$ cat src/gba_video_pkg.sv
// ====================
// GBA video package
// Raster constants, data widths and the packed
// structs shared by the video output path
// ====================

package gba_video_pkg;

	// ====================
	// Types
	// ====================

	typedef logic [14:0] rgb555_t;     // Stored pixel, red in [14:10]
	typedef logic [15:0] fb_addr_t;    // Frame-buffer word address
	typedef logic [8:0]  hcount_t;     // Slot within a line
	typedef logic [8:0]  vcount_t;     // Line within a frame
	typedef logic [7:0]  chan8_t;      // One expanded colour channel
	typedef logic [1:0]  desat_mode_t; // 0 is off, 3 is the strongest

	// Single-cycle write strobe from the core
	typedef struct packed {
		fb_addr_t addr;
		rgb555_t  data;
		logic     we;
	} pixel_write_t;

	typedef struct packed {
		logic hs;
		logic vs;
		logic hbl;
		logic vbl;
	} video_sync_t;

	typedef struct packed {
		chan8_t r;
		chan8_t g;
		chan8_t b;
	} rgb888_t;

	// ====================
	// Raster
	// ====================

	localparam hcount_t H_TOTAL  = 9'd399; // Slots per line
	localparam hcount_t H_ACTIVE = 9'd240; // hbl rises here
	localparam hcount_t HS_START = 9'd293;
	localparam hcount_t HS_WIDTH = 9'd32;

	localparam vcount_t V_TOTAL  = 9'd264;
	localparam vcount_t V_START  = 9'd62;  // First visible line
	localparam vcount_t V_ACTIVE = 9'd160;
	localparam vcount_t VS_START = 9'd1;
	localparam vcount_t VS_END   = 9'd4;

	// Derived positions
	localparam hcount_t H_LAST   = H_TOTAL - 9'd1;
	localparam hcount_t HS_END   = HS_START + HS_WIDTH;
	localparam vcount_t V_LAST   = V_TOTAL - 9'd1;
	localparam vcount_t V_BLANK  = V_START + V_ACTIVE; // vbl set from here on

	// ====================
	// Pixel clock and memory
	// ====================

	localparam int       CE_DIV   = 8;            // Clocks per pixel slot
	localparam fb_addr_t FB_DEPTH = 16'd38400;    // 240 x 160 words
	localparam fb_addr_t FB_LAST  = FB_DEPTH - 16'd1;

endpackage

$ cat src/color_desat.sv
// ====================
// Colour stage
// Expands RGB555 to RGB888 and blends each channel
// towards luma in one of four levels
// ====================

`timescale 1ns/1ps

module color_desat (
	input  logic                      clk_sys,
	input  logic                      reset,
	input  logic                      pix_load,
	input  gba_video_pkg::desat_mode_t mode,
	input  gba_video_pkg::rgb555_t     pixel,
	output gba_video_pkg::rgb888_t     rgb
);

	import gba_video_pkg::*;

	chan8_t  r_in;
	chan8_t  g_in;
	chan8_t  b_in;
	chan8_t  luma;
	rgb888_t rgb_next;

	// Blend one channel with luma, all sums wrap at 8 bits
	function automatic chan8_t desat(input chan8_t c, input chan8_t y, input desat_mode_t m);
		chan8_t res;
		case (m)
			2'd1:    res = (c >> 1) + (c >> 2) + (y >> 2); // 3/4 colour
			2'd2:    res = (c >> 1) + (y >> 1);            // Half and half
			2'd3:    res = (y >> 1) + (y >> 2) + (c >> 2); // 3/4 luma
			default: res = c;
		endcase
		return res;
	endfunction

	// Repeat the top three bits so 5'h1f maps to 8'hff
	assign r_in = {pixel[14:10], pixel[14:12]};
	assign g_in = {pixel[9:5],   pixel[9:7]};
	assign b_in = {pixel[4:0],   pixel[4:2]};

	// Roughly 0.25 R + 0.625 G + 0.125 B
	assign luma = (r_in >> 2) + (g_in >> 1) + (g_in >> 3) + (b_in >> 3);

	always_comb begin
		rgb_next.r = desat(r_in, luma, mode);
		rgb_next.g = desat(g_in, luma, mode);
		rgb_next.b = desat(b_in, luma, mode);
	end

	// ====================
	// Output register
	// ====================

	always_ff @(posedge clk_sys) begin
		if (reset)
			rgb <= '0;
		else if (pix_load)
			rgb <= rgb_next;  // Held for the whole slot
	end

endmodule

$ cat config.mk
export PLATFORM = sky130hd
export DESIGN_NAME = color_desat
export DESIGN_NICKNAME = d
export VERILOG_FILES = /design/src/gba_video_pkg.sv /design/src/color_desat.sv
export SDC_FILE = /design/constraint.sdc
export NUM_CORES = 1
export LEC_CHECK = 0
export ABC_AREA = 1
export BUFFER_PORTS_ARGS = -buffer_cell sky130_fd_sc_hd__buf_2
export CAP_MARGIN = 0
export CORE_ASPECT_RATIO = 0.7
export CORE_UTILIZATION = 25
export DETAILED_ROUTE_END_ITERATION = 8
export SETUP_SLACK_MARGIN = 0.02
export SLEW_MARGIN = 10
export SYNTH_ARGS = -nofsm -noshare
export SYNTH_HDL_FRONTEND = slang
export SYNTH_SLANG_ARGS = --single-unit
$ cat constraint.sdc
create_clock -name clk_sys -period 5.8 [get_ports clk_sys]
set_input_delay 0.29 -clock clk_sys [delete_from_list [all_inputs] [get_ports clk_sys]]
set_output_delay 0.29 -clock clk_sys [all_outputs]
set_load 0.01 [all_outputs]
After elaboration in Yosys (flattened, before gate mapping) --
Index checks and enable logic that the tools add are counted.
Operators by class: add/subtract/negate cells 16, eq/ne operators 3, mux-type cells 3
Operators with widths (number):
- 8-bit one-hot mux with 3 select lines | 3
- 8-bit by 6-bit adder with 8-bit output | 6
- 7-bit by 6-bit adder with 8-bit output | 4
- 7-bit by 7-bit adder with 8-bit output | 3
- 8-bit by 5-bit adder with 8-bit output | 2
- 6-bit by 7-bit adder with 8-bit output | 1
- 2-bit equality test, second input constant | 2
- 2-bit by 1-bit equality test with 1-bit output, second input constant | 1
Word-level totals: register bits after elaboration 24, bits of input ports 20, output and inout bits 24, word-level logic and storage cells 25

Depth between registers and ports, before layout --
depth in word-level cells 6, depth in mapped cells 30, mapped depth without buffers 30

Worst setup path before layout --
Ideal clock, no wire load.
path type input to register, start input port pixel[9], end register rgb[7] in the netlist's numbering, setup time 0.109 ns, arrival 4.785 ns, data required time 5.691 ns, slack 0.906 ns, stages 27, path buffers 0, path through inv_1 fa_1 fa_1 inv_1 ha_1 fa_1 a31o_2 xor2_1 inv_1 ha_1 nand2_1 nand2_2 a31oi_1 xnor2_1 ha_1 nand2_1 inv_1 nand3_1 nand3_1 nand2_1 nand2_1 nand3_1 nand2_1 nand3_1 nand3_1 nand2_1 inv_1
On the way: longest elaborated chain between the ends 6, elaborated cells between the ends (all ways) 8, those cells by class 7 x add/sub; 1 x mux
Ends and longest elaborated chain:
- from (decl) | RTL line color_desat.sv:14 | input gba_video_pkg::rgb555_t pixel,
- 6-bit by 7-bit adder with 8-bit output | RTL line color_desat.sv:44 | assign luma = (r_in >> 2) + (g_in >> 1) + (g_in >> 3) + (b_in >> 3);
- 8-bit by 5-bit adder with 8-bit output * (2 in a row) | RTL line color_desat.sv:44
- 7-bit by 6-bit adder with 8-bit output | RTL line color_desat.sv:32 | 2'd3: res = (y >> 1) + (y >> 2) + (c >> 2);
- 8-bit by 6-bit adder with 8-bit output | RTL line color_desat.sv:32
- 8-bit one-hot mux with 3 select lines * | RTL line color_desat.sv:29 | case (m)
- to (signal assigned) | RTL line color_desat.sv:60 | rgb <= rgb_next;
- to (decl) | RTL line color_desat.sv:15 | output gba_video_pkg::rgb888_t rgb
Mark *: on every way between the ends. The rest lies on a longest branch, timed or not. A chain may end at the register's enable or synchronous reset.

Worst setup path in the final report --
start input port pixel[8], end register rgb[4] in the netlist's numbering
The elaborated chain is that of the path after synthesis.

==> results.py <==
metrics = {
    "detailed_routing": {
        "ant_nets": 0,
        "vias": 5231,
        "wl_met1_um": 8590,
        "wl_per_cell_um": 16.4,
        "routed_wl_um": 17400,
        "routed_via_density": 4.92,
        "wl_met2_um": 6830,
        "drc": 0,
        "dr.first_iter.drc_count": 356,
        "drt-pass1-iter-count": 5,
        "routed.top_layer": "met4",
        "wl_met3_um": 1900,
    },
    "timing": {
        "max_freq_mhz": 193,
        "slew_headroom_pct": 49.3,
        "skew_ns": 0,
        "setup_viol": 0,
        "grt_setup_unrepaired": "no",
        "drv_slew": 0,
        "fin_tns_setup_ns": 0,
        "hold_viol": 0,
        "period_needed_ns": 5.17,
        "fin_crit_sh_pct": 89.1,
        "worst_pin_slew_ns": 0.755,
    },
    "floorplanning": {
        "start_util_pct": 26.0,
        "dieWidth_um": 171,
        "die_h_um": 120,
        "coreArea_mm2": 0.0192,
        "die_area_mm2": 0.0206,
        "fp-row-count": 42,
        "ios": 44,
    },
    "finish": {
        "final_common_cell": "inv_1",
        "area_delta_synth_final_pct": 14.8,
        "multiInputGateArea_mm2": 0.00392,
        "reg.largest.list": "rgb: 24 flops",
        "seq_area_um2": 480,
        "largest_reg_flops": 24,
        "top_register": "rgb",
        "fin_nets": 930,
        "drive_above_1_share_pct": 11.9,
        "antenna_cells": 0,
        "layout_common_cells": "inv_1, nand2_1, a21oi_1",
        "fill_cells": 2165,
    },
    "synth": {
        "synth.distinct_cells": 37,
        "yosysSeqAreaShare_pct": 9.60,
        "yosysWarnings": 0,
        "synth_top_area_share_pct": 18.0,
        "netlist_top_cells_area": "ha_1, fa_1, inv_1, nand2_1, dfxtp_1",
        "synth_area_mm2": 0.00500,
        "synth.net_count": 871,
        "ys_ff_latch": 24,
        "syn_inst": 741,
        "synth.largest_area_cell": "ha_1",
        "syn_area_per_cell_um2": 6.75,
    },
    "worst_hold_path": {
        "hold_path_depth": 2,
        "hp-class": "in -> reg",
    },
    "worst_setup_path": {
        "regToRegSetupSlack_ns": 5.12,
        "start_kind": "input pin",
        "worst_ep_required_time_ns": 5.95,
        "cp_max_fo": 8,
        "end_kind": "flip-flop",
        "criticalPathCategory": "in -> reg",
        "r2r_cells": 2,
        "worst-endpoint-arrival_ns": 5.31,
    },
    "clock_network": {
        "clock_path_buffers": 2,
        "clk_pin_slew_ns": 0.06,
        "cts_tree": "yes",
        "cts_resized": 0,
        "clk_latency_ns": 0.26,
        "cts_buffers": 3,
        "cts-root-buf": "clkbuf_16",
        "htree_levels": 1,
        "hold_buffers": 0,
        "post_cts_buffers": 0,
        "numClockSinks": 24,
    },
    "placement": {
        "dp_hpwl_um": 14700,
        "place.gp.congestion": 0.989,
        "port_buffers": 43,
    },
    "grt": {
        "grt.overflow.total": 0,
        "track_usage_pct": 17.4,
        "antenna_found_initial": 0,
        "grt_first_pass_wirelength_um": 27200,
        "grt_max_degree": 22,
        "grt_pass1_vias": 4964,
    },
    "job": {
        "max_cap_violations": 0,
    },
    "outcome": {
        "outcome": "complete, no violations",
    },
}
[final timing paths]
check,start,to
worst max register to register,rgb[2]$_SDFFE_PP0P_,rgb[2]$_SDFFE_PP0P_
worst min register to register,rgb[11]$_SDFFE_PP0P_,rgb[11]$_SDFFE_PP0P_
worst min-delay path,reset,rgb[3]$_SDFFE_PP0P_
worst max-delay path,pixel[8],rgb[4]$_SDFFE_PP0P_
[stage by stage]
stage / setup WS, ns / utilization (%) / instance area (um^2) / hold slack (ns) / cells
floorplan: 0.906 / - / 5000 / 0.438 / 741
global placement: 0.374 / 29.4 / 5660 / 0.454 / 1059
detailed placement: 0.434 / 29.4 / 5660 / 0.456 / 1059
CTS: 0.705 / 29.9 / 5740 / 0.401 / 1063
global route: 0.241 / 29.9 / 5740 / 0.423 / 1063
finish: 0.632 / 29.9 / 5740 / 0.400 / 1063
[per-layer routing]
metal	GRT usage, %	vias up
met1	25.6	2395
met2	25.1	244
met5	0	-
met3	5.76	8
met4	1.84	0
li1	-	2584
[area by class of cell]
| cell class | count | area share, % |
|---|---|---|
| multi-input cells | 559 | 68.2 |
| inverters | 149 | 9.74 |
| flip-flops and latches | 24 | 8.36 |
| repair buffers | 63 | 6.36 |
| well taps | 264 | 5.75 |
| clock buffers | 4 | 1.55 |
[logic make-up (layout without fill, tap and decap cells)]
| group | after synthesis | count (layout) | synth area share, % |
|---|---|---|---|
| and+or+nand+nor | 276 | 276 | 25.2 |
| buffers and inverters | 158 | 216 | 12.1 |
| adders and majority gates | 110 | 110 | 33.2 |
| DFF | 24 | 24 | 9.60 |
| AOI/OAI and AO/OA | 160 | 160 | 17.7 |
| xor gates and xnor gates | 13 | 13 | 2.28 |
[critical path, cell delays in order]
cell     delay [ns]
buf_2          0.26
inv_1          0.18
fa_1           0.49
fa_1           0.51
inv_1          0.04
ha_1           0.37
nand2_1        0.07
inv_1          0.07
nand2_1        0.05
nand3_1        0.08
xor2_1         0.21
inv_1          0.24
ha_1           0.45
nand2_1        0.09
nand2_1        0.08
a31oi_1        0.17
xor2_1         0.17
inv_1          0.14
ha_1           0.38
nand2_1        0.08
o21ai_0        0.22
a21oi_1        0.09
o21ai_0        0.07
o21ai_0        0.10
o21ai_0        0.27
a21oi_1        0.10
[synth_stat cells]
cell,count
fa_1,38
a31oi_1,10
a31o_2,3
dfxtp_1,24
nand2_1,141
nor3_1,5
a21oi_2,1
clkbuf_1,5
xnor2_1,4
o22ai_1,6
nand3_2,4
ha_1,72
or2_2,3
o21ai_1,2
nand3b_1,1
nand4_2,1
nand4_1,20
clkinv_1,1
nand2_4,3
o21ai_0,47
nor2b_4,1
a21oi_1,75
inv_2,3
buf_2,2
inv_1,145
nor2_1,34
o211ai_1,3
a41oi_1,3
nand2_2,7
a21o_1,3
o2111ai_1,1
o21bai_1,3
nand3_1,54
xor2_1,9
a221oi_1,3
buf_4,2
nor2_2,2
Power is not shown: default switching activity piles up to over one toggle a cycle in this logic, so the estimate is an artifact.
