[src/gba_video_pkg.sv]
// ====================
// GBA video package
// Raster constants, data widths and the packed
// structs shared by the video output path
// ====================

package gba_video_pkg;

	// ====================
	// Types
	// ====================

	typedef logic [14:0] rgb555_t;     // Stored pixel, red in [14:10]
	typedef logic [15:0] fb_addr_t;    // Frame-buffer word address
	typedef logic [8:0]  hcount_t;     // Slot within a line
	typedef logic [8:0]  vcount_t;     // Line within a frame
	typedef logic [7:0]  chan8_t;      // One expanded colour channel
	typedef logic [1:0]  desat_mode_t; // 0 is off, 3 is the strongest

	// Single-cycle write strobe from the core
	typedef struct packed {
		fb_addr_t addr;
		rgb555_t  data;
		logic     we;
	} pixel_write_t;

	typedef struct packed {
		logic hs;
		logic vs;
		logic hbl;
		logic vbl;
	} video_sync_t;

	typedef struct packed {
		chan8_t r;
		chan8_t g;
		chan8_t b;
	} rgb888_t;

	// ====================
	// Raster
	// ====================

	localparam hcount_t H_TOTAL  = 9'd399; // Slots per line
	localparam hcount_t H_ACTIVE = 9'd240; // hbl rises here
	localparam hcount_t HS_START = 9'd293;
	localparam hcount_t HS_WIDTH = 9'd32;

	localparam vcount_t V_TOTAL  = 9'd264;
	localparam vcount_t V_START  = 9'd62;  // First visible line
	localparam vcount_t V_ACTIVE = 9'd160;
	localparam vcount_t VS_START = 9'd1;
	localparam vcount_t VS_END   = 9'd4;

	// Derived positions
	localparam hcount_t H_LAST   = H_TOTAL - 9'd1;
	localparam hcount_t HS_END   = HS_START + HS_WIDTH;
	localparam vcount_t V_LAST   = V_TOTAL - 9'd1;
	localparam vcount_t V_BLANK  = V_START + V_ACTIVE; // vbl set from here on

	// ====================
	// Pixel clock and memory
	// ====================

	localparam int       CE_DIV   = 8;            // Clocks per pixel slot
	localparam fb_addr_t FB_DEPTH = 16'd38400;    // 240 x 160 words
	localparam fb_addr_t FB_LAST  = FB_DEPTH - 16'd1;

endpackage

[src/video_timing.sv]
// ====================
// Video scan timing
// Divides clk_sys into pixel slots, runs the 399 x 264 raster,
// makes blank and sync flags and the frame-buffer read address
// ====================

`timescale 1ns/1ps

module video_timing (
	input  logic                      clk_sys,
	input  logic                      reset,
	output logic                      pix_load,
	output logic                      ce_pix,
	output gba_video_pkg::video_sync_t sync,
	output gba_video_pkg::fb_addr_t    rd_addr
);

	import gba_video_pkg::*;

	logic [$clog2(CE_DIV)-1:0] div;  // Free-running slot divider
	hcount_t                   x;
	vcount_t                   y;

	// One clock ahead of ce_pix, lets the colour stage latch the pixel
	assign pix_load = (div == '0);

	// ====================
	// Divider and flags
	// ====================

	always_ff @(posedge clk_sys) begin
		if (reset) begin
			div      <= '0;
			ce_pix   <= 1'b0;
			sync.hs  <= 1'b0;
			sync.vs  <= 1'b0;
			sync.hbl <= 1'b0;
			sync.vbl <= 1'b1;   // Raster starts in the top blank
		end else begin
			div    <= div + 1'b1;
			ce_pix <= pix_load;

			// Flags take the value for slot x on the edge that raises ce_pix
			if (pix_load) begin
				if (x == H_ACTIVE)
					sync.hbl <= 1'b1;
				if (x == '0)
					sync.hbl <= 1'b0;

				if (x == HS_START) begin
					sync.hs <= 1'b1;
					// vsync edges are aligned to the hsync slot
					if (y == VS_START)
						sync.vs <= 1'b1;
					if (y == VS_END)
						sync.vs <= 1'b0;
				end
				if (x == HS_END)
					sync.hs <= 1'b0;

				if (y == V_START)
					sync.vbl <= 1'b0;
				if (y >= V_BLANK)
					sync.vbl <= 1'b1;
			end
		end
	end

	// ====================
	// Raster counters
	// ====================

	always_ff @(posedge clk_sys) begin
		if (reset) begin
			x <= '0;
			y <= '0;
		end else if (ce_pix) begin
			if (x == H_LAST) begin
				x <= '0;
				if (y == V_LAST)
					y <= '0;      // Free running, no resync to the core
				else
					y <= y + 1'b1;
			end else begin
				x <= x + 1'b1;
			end
		end
	end

	// ====================
	// Read address
	// ====================

	// Moves only on ce_pix, so it is stable for 7 clocks before the
	// next pix_load and the registered RAM output is ready in time
	always_ff @(posedge clk_sys) begin
		if (reset) begin
			rd_addr <= '0;
		end else if (ce_pix) begin
			if (sync.vbl) begin
				rd_addr <= '0;
			end else if (!sync.hbl) begin
				// Wrap after the last word, vblank rewinds it anyway
				if (rd_addr == FB_LAST)
					rd_addr <= '0;
				else
					rd_addr <= rd_addr + 1'b1;
			end
		end
	end

	// ====================
	// Checks
	// ====================

	a_ce_single : assert property (
		@(posedge clk_sys) disable iff (reset)
		ce_pix |=> !ce_pix
	) else $error("ce_pix high in two consecutive clocks");

	a_rd_range : assert property (
		@(posedge clk_sys) disable iff (reset)
		rd_addr < FB_DEPTH
	) else $error("rd_addr %0d out of frame buffer", rd_addr);

endmodule

[config.mk]
export PLATFORM = sky130hd
export DESIGN_NAME = video_timing
export DESIGN_NICKNAME = d
export VERILOG_FILES = /design/src/gba_video_pkg.sv /design/src/video_timing.sv
export SDC_FILE = /design/constraint.sdc
export NUM_CORES = 1
export LEC_CHECK = 0
export BUFFER_PORTS_ARGS = -buffer_cell sky130_fd_sc_hd__buf_2
export CAP_MARGIN = 20
export CORE_ASPECT_RATIO = 0.6
export CORE_MARGIN = 2
export CORE_UTILIZATION = 55
export CTS_BUF_LIST = sky130_fd_sc_hd__clkbuf_8
export CTS_CLUSTER_SIZE = 14
export DETAILED_ROUTE_END_ITERATION = 16
export PLACE_DENSITY = 0.75
export SKIP_CTS_REPAIR_TIMING = 1
export SYNTH_ARGS = -nofsm -noshare
export SYNTH_HDL_FRONTEND = slang
export SYNTH_SLANG_ARGS = --single-unit
[constraint.sdc]
create_clock -name clk_sys -period 2.19 [get_ports clk_sys]
set_input_delay 0 -clock clk_sys [delete_from_list [all_inputs] [get_ports clk_sys]]
set_output_delay 0 -clock clk_sys [all_outputs]
set_load 0.005 [all_outputs]
=== Word-level counts from Yosys, hierarchy flattened ===
Cells that the tools add are included.

* Reduce and logical (&&, ||, !) cells: 12
* Shift-type cells: 0
* Eq/ne operators: 10
* Bitwise gates (word level): 0
* $add $sub $neg: 4
* Order comparisons: 1
* Div/mod/pow operators: 0
* Muxes and demuxes: 13
* Multipliers: 0

{| class="wikitable"
|+ Operator list
! kind !! count
|-
| two-way mux 16 bit || 3
|-
| == test 9 bit, second input constant || 4
|-
| adder 9 x 1 -> 9 bit, second input constant || 2
|-
| two-way mux 9 bit || 2
|-
| adder 16 x 1 -> 16 bit, second input constant || 1
|-
| == test 16 bit, second input constant || 1
|-
| AND reduction 2 bit || 5
|-
| == test 9 x 1 -> 1 bit, second input constant || 1
|-
| == test 9 x 3 -> 1 bit, second input constant || 1
|-
| == test 9 x 6 -> 1 bit, second input constant || 1
|-
| == test 9 x 8 -> 1 bit, second input constant || 1
|-
| greater-or-equal comparator 9 x 8 -> 1 bit, second input constant || 1
|-
| zero test 9 bit || 1
|-
| nonzero test 2 bit || 4
|-
| two-way mux 1 bit || 7
|-
| adder 3 x 1 -> 3 bit, second input constant || 1
|-
| zero test 3 bit || 1
|-
| AND reduction 3 bit || 1
|-
| two-way mux 2 bit || 1
|-
| != test 2 bit, second input constant || 1
|}

* Output and inout port bits: 22
* Memory bits (read-only): 0
* Flip-flop bits (word level): 42
* Input port bits: 2
* Logic and storage cells: 49
* Bits in latches: 0
* Bits in writable memories: 0
* Memories kept: 0

=== Longest topological paths before layout ===
Gate-level depths: netlist of run 1.

* Depth in word-level cells: 5
* Depth in mapped cells: 7
* Gate-level depth less buffers: 7

=== Least setup slack after synthesis of run 1 ===
Ideal clock, no wire load.

* Path type: reg-to-reg
* From: reg rd_addr[0]
* To: reg rd_addr[10]
* Setup time: 0.074 ns
* Path buffers: 0
* Arrival: 1.638 ns
* Cell stages (with the launch flop): 6
* Period minus slack after synthesis: 1.712 ns
* Slack: 0.478 ns
* Data required time: 2.116 ns
* Cells stage by stage: dfxtp_1 ha_1 nand3_2 or3_1 or4_1 a31oi_1

* Word-level cells in the longest chain between the ends: 4
* Elaborated cells on any way between the ends: 5
* Classes of those cells: add/sub: 1; eq/ne: 1; mux: 3

{| class="wikitable"
|+ RTL lines
! element !! RTL line !! text
|-
| start: declaration || video_timing.sv:15 || <nowiki>output gba_video_pkg::fb_addr_t rd_addr</nowiki>
|-
| start signal: assignment || video_timing.sv:107 || <nowiki>rd_addr <= rd_addr + 1'b1;</nowiki>
|-
| adder 16 x 1 -> 16 bit or == test 16 bit (tied branches) || video_timing.sv:107, video_timing.sv:104 ||
|-
| two-way mux 16 bit (*) || video_timing.sv:104 || <nowiki>if (rd_addr == FB_LAST)</nowiki>
|-
| two-way mux 16 bit (*) || video_timing.sv:102 || <nowiki>end else if (!sync.hbl) begin</nowiki>
|-
| two-way mux 16 bit (*) || video_timing.sv:100 || <nowiki>if (sync.vbl) begin</nowiki>
|}

Mark *: on every way between the ends. The rest lies on a longest branch, timed or not. The select of a mux whose other input is x is not followed.
A chain may end at the register's enable or synchronous reset.

=== Worst setup path after layout of run 1 ===
* From: reg rd_addr[12]
* To: reg rd_addr[0]

* Word-level cells in the longest chain between the ends: 4

{| class="wikitable"
|+ RTL lines
! element !! RTL line
|-
| == test 16 bit || video_timing.sv:104
|-
| two-way mux 16 bit || video_timing.sv:104
|-
| two-way mux 16 bit || video_timing.sv:102
|-
| two-way mux 16 bit || video_timing.sv:100
|}

Every way passes these cells. The select of a mux whose other input is x is not followed.

==> results of run 1 <==
-- critical path: stages, from the launching register on --
cell and delay, ps:
dfxtp_1 470, or4b_4 510, nor4_4 220, a21bo_1 390
mux2_2 220, nor2_1 40
-- worst paths after layout --
path | endpoint | cells after the start | startpoint
worst min-delay path | div[0] | 2 | reset
worst max register to register | rd_addr[0] | 5 | rd_addr[12]
worst max-delay path | rd_addr[0] | 5 | rd_addr[12]
worst min register to register | div[0] | 1 | div[0]
-- cell usage in the layout, fill, tap and decap left out, types with 11 or more instances in the layout --
master	synthesis	final
dfxtp_1	42	42
nor2_1	34	34
nand2_1	23	23
buf_2	3	23
nand3_1	16	16
inv_1	13	15
a21oi_1	14	14
nand4_1	11	11
ha_1	11	11
-- area by class of cell --
cell class | instances | area share (%)
multi-input cells | 202 | 52.2
flip-flops and latches | 42 | 33.7
repair buffers | 26 | 5.52
clock buffers | 5 | 2.76
well taps | 47 | 2.36
inverters | 13 | 1.96
clock inverters | 3 | 1.50
-- logic make-up after synthesis --
family	after synthesis	synth area share, %
xor gates and xnor gates	16	6.24
adders and majority gates	11	6.13
AOI/OAI and AO/OA	45	13.3
muxes	2	0.948
buffers and inverters	24	4.52
DFF	42	37.5
and+or+nand+nor	128	31.4
-- Yosys cell counts (all sizes together), types with 2 or more instances --
master,instances,area share [%]
a21boi,2,0.67
a21oi,15,3.5
a311oi,3,1.2
a31oi,10,2.8
and3,9,2.5
and4,2,0.78
buf,4,1.2
clkbuf,7,1.2
dfxtp,42,37
ha,11,6.1
inv,13,2.2
nand2,23,3.8
nand3,18,4.8
nand4,11,3.1
nand4b,2,0.78
nor2,34,5.7
nor3,7,1.8
nor4,2,1.5
nor4b,2,0.78
o21ai,9,2.0
or3,7,2.0
or4,3,1.0
xnor2,6,2.3
xor2,10,3.9
-- power by group --
| part | internal, uW | leakage (uW) | total, uW | switching [uW] |
|---|---|---|---|---|
| sequential | 773 | 0.000339 | 788 | 14.9 |
| combinational | 30.0 | 0.000556 | 82.1 | 52.1 |
| clock | 332 | 0.0000607 | 586 | 254 |
| total | 1140 | 0.000956 | 1460 | 321 |
-- sequential cells by signal, summed over array words and instances (netlist names) --
signal and flops:
ce_pix 1, sync 4, x 9, y 9
div 3, rd_addr 16
-- stage by stage --
step           worst slack [ps]  cell area (um2)  utilization [%]  hold WS [ps]  power [uW]
3_5_place_dp                263             2390             63.1           415         885
2_1_floorplan               478             2240                -           291         857
3_3_place_gp                341             2390             63.1           410         884
6_report                    207             2490             65.9           153        1460
4_1_cts                     233             2490             65.9           146        1470
5_1_grt                    87.0             2490             65.9           183        1510
-- per-layer routing --
| layer | global-route usage [%] | wire length (um) | up-vias |
|---|---|---|---|
| li1 | - | - | 1006 |
| met3 | 4.99 | 347 | 5 |
| met4 | 6.25 | 35 | 0 |
| met2 | 32.4 | 1970 | 59 |
| met1 | 36.7 | 2680 | 935 |
| met5 | 0 | 0 | - |
==> results.json, run 1 <==
{
  "drive_above_1_share_pct": 14.8,
  "final_antenna_net_count": 0,
  "power.leakage_uw": 0.000956,
  "rsz0062_at_grt": "false",
  "cts_htree_levels": 2,
  "setup_viol": 0,
  "gp_congestion": 0.814,
  "hold_class": "primary input to flip-flop",
  "core_um2": 3790,
  "drtIter0Drc": 178,
  "n_antenna_cell": 0,
  "synth_edf_count": 0,
  "yosysWarnings": 0,
  "clk_pin_slew_ps": 80,
  "worst_ep_arrival_time_ps": 2150,
  "rrSetupSlack_ps": 210,
  "max-vdd-ir-drop_v": 0.000328,
  "numCtsBuffers": 5,
  "slew_violations": 0,
  "antenna_found_initial": 0,
  "die_x_um": 86.5,
  "path_max_fanout": 11,
  "grtUsageTotal_pct": 23.7,
  "num_vias": 2005,
  "fin_nets": 303,
  "die_h_um": 53.5,
  "startpoint_type": "flip-flop",
  "wirelength_mm": 5.04,
  "drv_cap": 0,
  "start_util_pct": 59.3,
  "grt_pass1_vias": 1743,
  "nFillCells": 345,
  "syn_area_per_cell_um2": 8.38,
  "place_hpwl_mm": 3.62,
  "fin_crit_sh_pct": 90.6,
  "multi_input_comb_area_um2": 1300,
  "io_pins": 24,
  "synth_nets": 281,
  "finalHoldViolCount": 0,
  "fin_setup_tns_ps": 0,
  "fin_skew_ps": 9.49,
  "cts.sinks": 42,
  "clockBufferDepth": 2,
  "syn_inst": 268,
  "min_period_ps": 1980,
  "synth-main-ff-cell": "dfxtp_1",
  "worst_slew_pin_slew_ps": 538,
  "cts_tree": "done",
  "ys_async_sr_fraction_pct": 0,
  "status": "finished clean",
  "layoutNonFillerInstCount": 338,
  "route.detailed.drc": 0,
  "numPortBuffers": 23,
  "cts-root-buf": "clkbuf_8",
  "ys_ff_latch": 42,
  "grt_max_degree": 29,
  "mappedNetlistArea_um2": 2240,
  "synthToLayoutAreaGrowth_pct": 11.1,
  "max_freq_mhz": 504,
  "grt.overflow.total": 0,
  "grt_pass1_wl_mm": 8.36,
  "power_density_nw_per_um2": 584,
  "dpl.cell_count": 330,
  "wl_per_cell_um": 14.9,
  "ys_seq_area_share_pct": 37.5,
  "vias_per_cell": 5.93,
  "seq_area_um2": 841,
  "first_pass_iters": 4,
  "fp.dieArea_um2": 4630,
  "relSlewSlack_pct": 64.1,
  "criticalPathCategory": "flip-flop to flip-flop",
  "yosysUniqueCellTypes": 47,
  "crit_path_end_kind": "flip-flop",
  "clk_latency_ps": 290,
  "cp.required_ps": 2350,
  "num_rows": 17
}
(Power assumes the default switching activity.)
==> run 2: changes to the inputs <==
--- a/config.mk
+++ b/config.mk
@@ -7,13 +7,12 @@
 export LEC_CHECK = 0
 export BUFFER_PORTS_ARGS = -buffer_cell sky130_fd_sc_hd__buf_2
 export CAP_MARGIN = 20
-export CORE_ASPECT_RATIO = 0.6
 export CORE_MARGIN = 2
 export CORE_UTILIZATION = 55
 export CTS_BUF_LIST = sky130_fd_sc_hd__clkbuf_8
 export CTS_CLUSTER_SIZE = 14
 export DETAILED_ROUTE_END_ITERATION = 16
-export PLACE_DENSITY = 0.75
+export PLACE_DENSITY = 0.72
 export SKIP_CTS_REPAIR_TIMING = 1
 export SYNTH_ARGS = -nofsm -noshare
 export SYNTH_HDL_FRONTEND = slang
==> run 2 against run 1 <==
Against the previous run:
- non-clock buffer count up 1
- flip-flop and latch count unchanged
- register-to-register slack better by 60 ps
- clock skew down 3.9 ps
- sequential share of layout area down 0.18 points
- cell area up 0.55%
- combinational power about the same
- total power up 0.87%
- hold slack better by 11 ps
- setup slack better by 59 ps
- core utilization down 2.7 points
- sequential power down 0.5%
- critical path type unchanged
- critical endpoint is now rd_addr[12]
- highest routed layer unchanged
==> results.json, run 2 (synthesis gave the netlist of run 1 again) <==
{
  "wl_per_cell_um": 13.8,
  "cts-root-buf": "clkbuf_8",
  "finalHoldViolCount": 0,
  "power.leakage_uw": 0.000959,
  "numCtsBuffers": 5,
  "largest_register_ffs": 16,
  "dpl.cell_count": 334,
  "cp-startpoint": "rd_addr[12]",
  "clk_latency_ps": 290,
  "gp_congestion": 0.779,
  "num_vias": 1960,
  "n_antenna_cell": 0,
  "max_freq_mhz": 520,
  "first_pass_iters": 4,
  "worst_ep_arrival_time_ps": 2080,
  "reg.largest.list": "rd_addr x16, x x9, y x9",
  "grt_util_met2_pct": 42.2,
  "hold_class": "primary input to flip-flop",
  "grt_pass1_vias": 1776,
  "rr_startpoint": "rd_addr[12]",
  "antenna_found_initial": 0,
  "die_x_um": 67.9,
  "startpoint_type": "flip-flop",
  "setup_viol": 0,
  "final_antenna_net_count": 0,
  "fin_nets": 304,
  "hp-start": "reset",
  "route.detailed.drc": 0,
  "regToRegEndpoint": "rd_addr[12]",
  "place_hpwl_mm": 3.30,
  "cts_htree_levels": 2,
  "holdWs_ps": 164,
  "clk_pin_slew_ps": 80,
  "fp.dieArea_um2": 4610,
  "drtIter0Drc": 129,
  "slew_violations": 0,
  "crit_path_end_kind": "flip-flop",
  "fin_setup_tns_ps": 0,
  "fin_skew_ps": 5.58,
  "r2r_cells": 5,
  "core_um2": 3970,
  "max-vdd-ir-drop_v": 0.000392,
  "min_period_ps": 1920,
  "fin_crit_sh_pct": 87.9,
  "wirelength_mm": 4.70,
  "worst_slew_pin_slew_ps": 534,
  "path_max_fanout": 11,
  "die_h_um": 67.9,
  "criticalPathCategory": "flip-flop to flip-flop",
  "layoutNonFillerInstCount": 342,
  "num_rows": 23,
  "mostFrequentLayoutCells": "dfxtp_1, nor2_1, nand2_1, buf_2, nand3_1",
  "drv_cap": 0,
  "met1_usage_pct": 26.6,
  "cts.sinks": 42,
  "rrSetupSlack_ps": 270,
  "grtUsageTotal_pct": 23.0,
  "relSlewSlack_pct": 64.4,
  "drive_above_1_share_pct": 15.8,
  "numPortBuffers": 23,
  "cts_tree": "done",
  "cp.required_ps": 2350,
  "rsz0062_at_grt": "false",
  "met3_usage_pct": 5.10,
  "grt_pass1_wl_mm": 8.02,
  "start_util_pct": 56.5,
  "grt_max_degree": 29,
  "grt.overflow.total": 0,
  "hold_end": "ce_pix",
  "vias_per_cell": 5.73,
  "synthToLayoutAreaGrowth_pct": 11.8,
  "status": "finished clean",
  "final_common_cell": "dfxtp_1",
  "busiest_layer": "met2",
  "clockBufferDepth": 2,
  "io_pins": 24,
  "regMostFlops": "rd_addr",
  "power_density_nw_per_um2": 585,
  "whs_path_depth": 2
}
[run 2: changes by cell type in the layout (fill, tap and decap cells not counted)]
cell / delta
inv_1: -2
clkinv_2: +2
buf_4: +1
[run 2: final cells by class]
type / instances / area [um2]
Tap cell: 50 / 62.6
Fill cell: 359 / 1460
Clock inverter: 3 / 40.0
Inverter: 13 / 48.8
Multi-Input combinational cell: 202 / 1300
Clock buffer: 5 / 68.8
Timing Repair Buffer: 27 / 145
Sequential cell: 42 / 841
[run 2: how the worst max path moves through the flow]
stage                   to  slack (ps)  cells past startpoint
6_report       rd_addr[12]         270                      5
3_5_place_dp    rd_addr[0]         300                      5
2_1_floorplan  rd_addr[10]         480                      5
5_1_grt            sync[2]         100                      7
4_1_cts         rd_addr[0]         290                      5
3_3_place_gp    rd_addr[0]         340                      5
[run 2: where the power goes]
part	leakage (uW)	total, uW	switching, uW	internal, uW
registers	0.000339	784	11.0	773
logic	0.000561	81.9	50.2	31.7
clock network	0.0000579	603	267	336
total	0.000959	1470	328	1140
[run 2: stage by stage]
| step | cell area (um2) | setup slack [ps] | util, % | power (uW) |
|---|---|---|---|---|
| CTS | 2510 | 292 | 63.2 | 1480 |
| finish | 2510 | 265 | 63.2 | 1470 |
| global route | 2510 | 96.1 | 63.2 | 1530 |
| global placement | 2400 | 342 | 60.4 | 884 |
| detailed placement | 2400 | 304 | 60.4 | 885 |
| floorplan | 2240 | 478 | - | 857 |
[run 2: worst max-delay path, cell delays in order (launching register included)]
cell,delay [ps]
dfxtp_1,460
or4b_4,510
nor4_4,210
a21bo_1,370
or3_1,170
a31oi_1,80
[run 2: layer usage]
layer / share of wire (%) / vias to the layer above
met4: 1.3 / 0
met5: 0 / -
met3: 3.1 / 6
met1: 46 / 923
met2: 49 / 27
li1: - / 1004
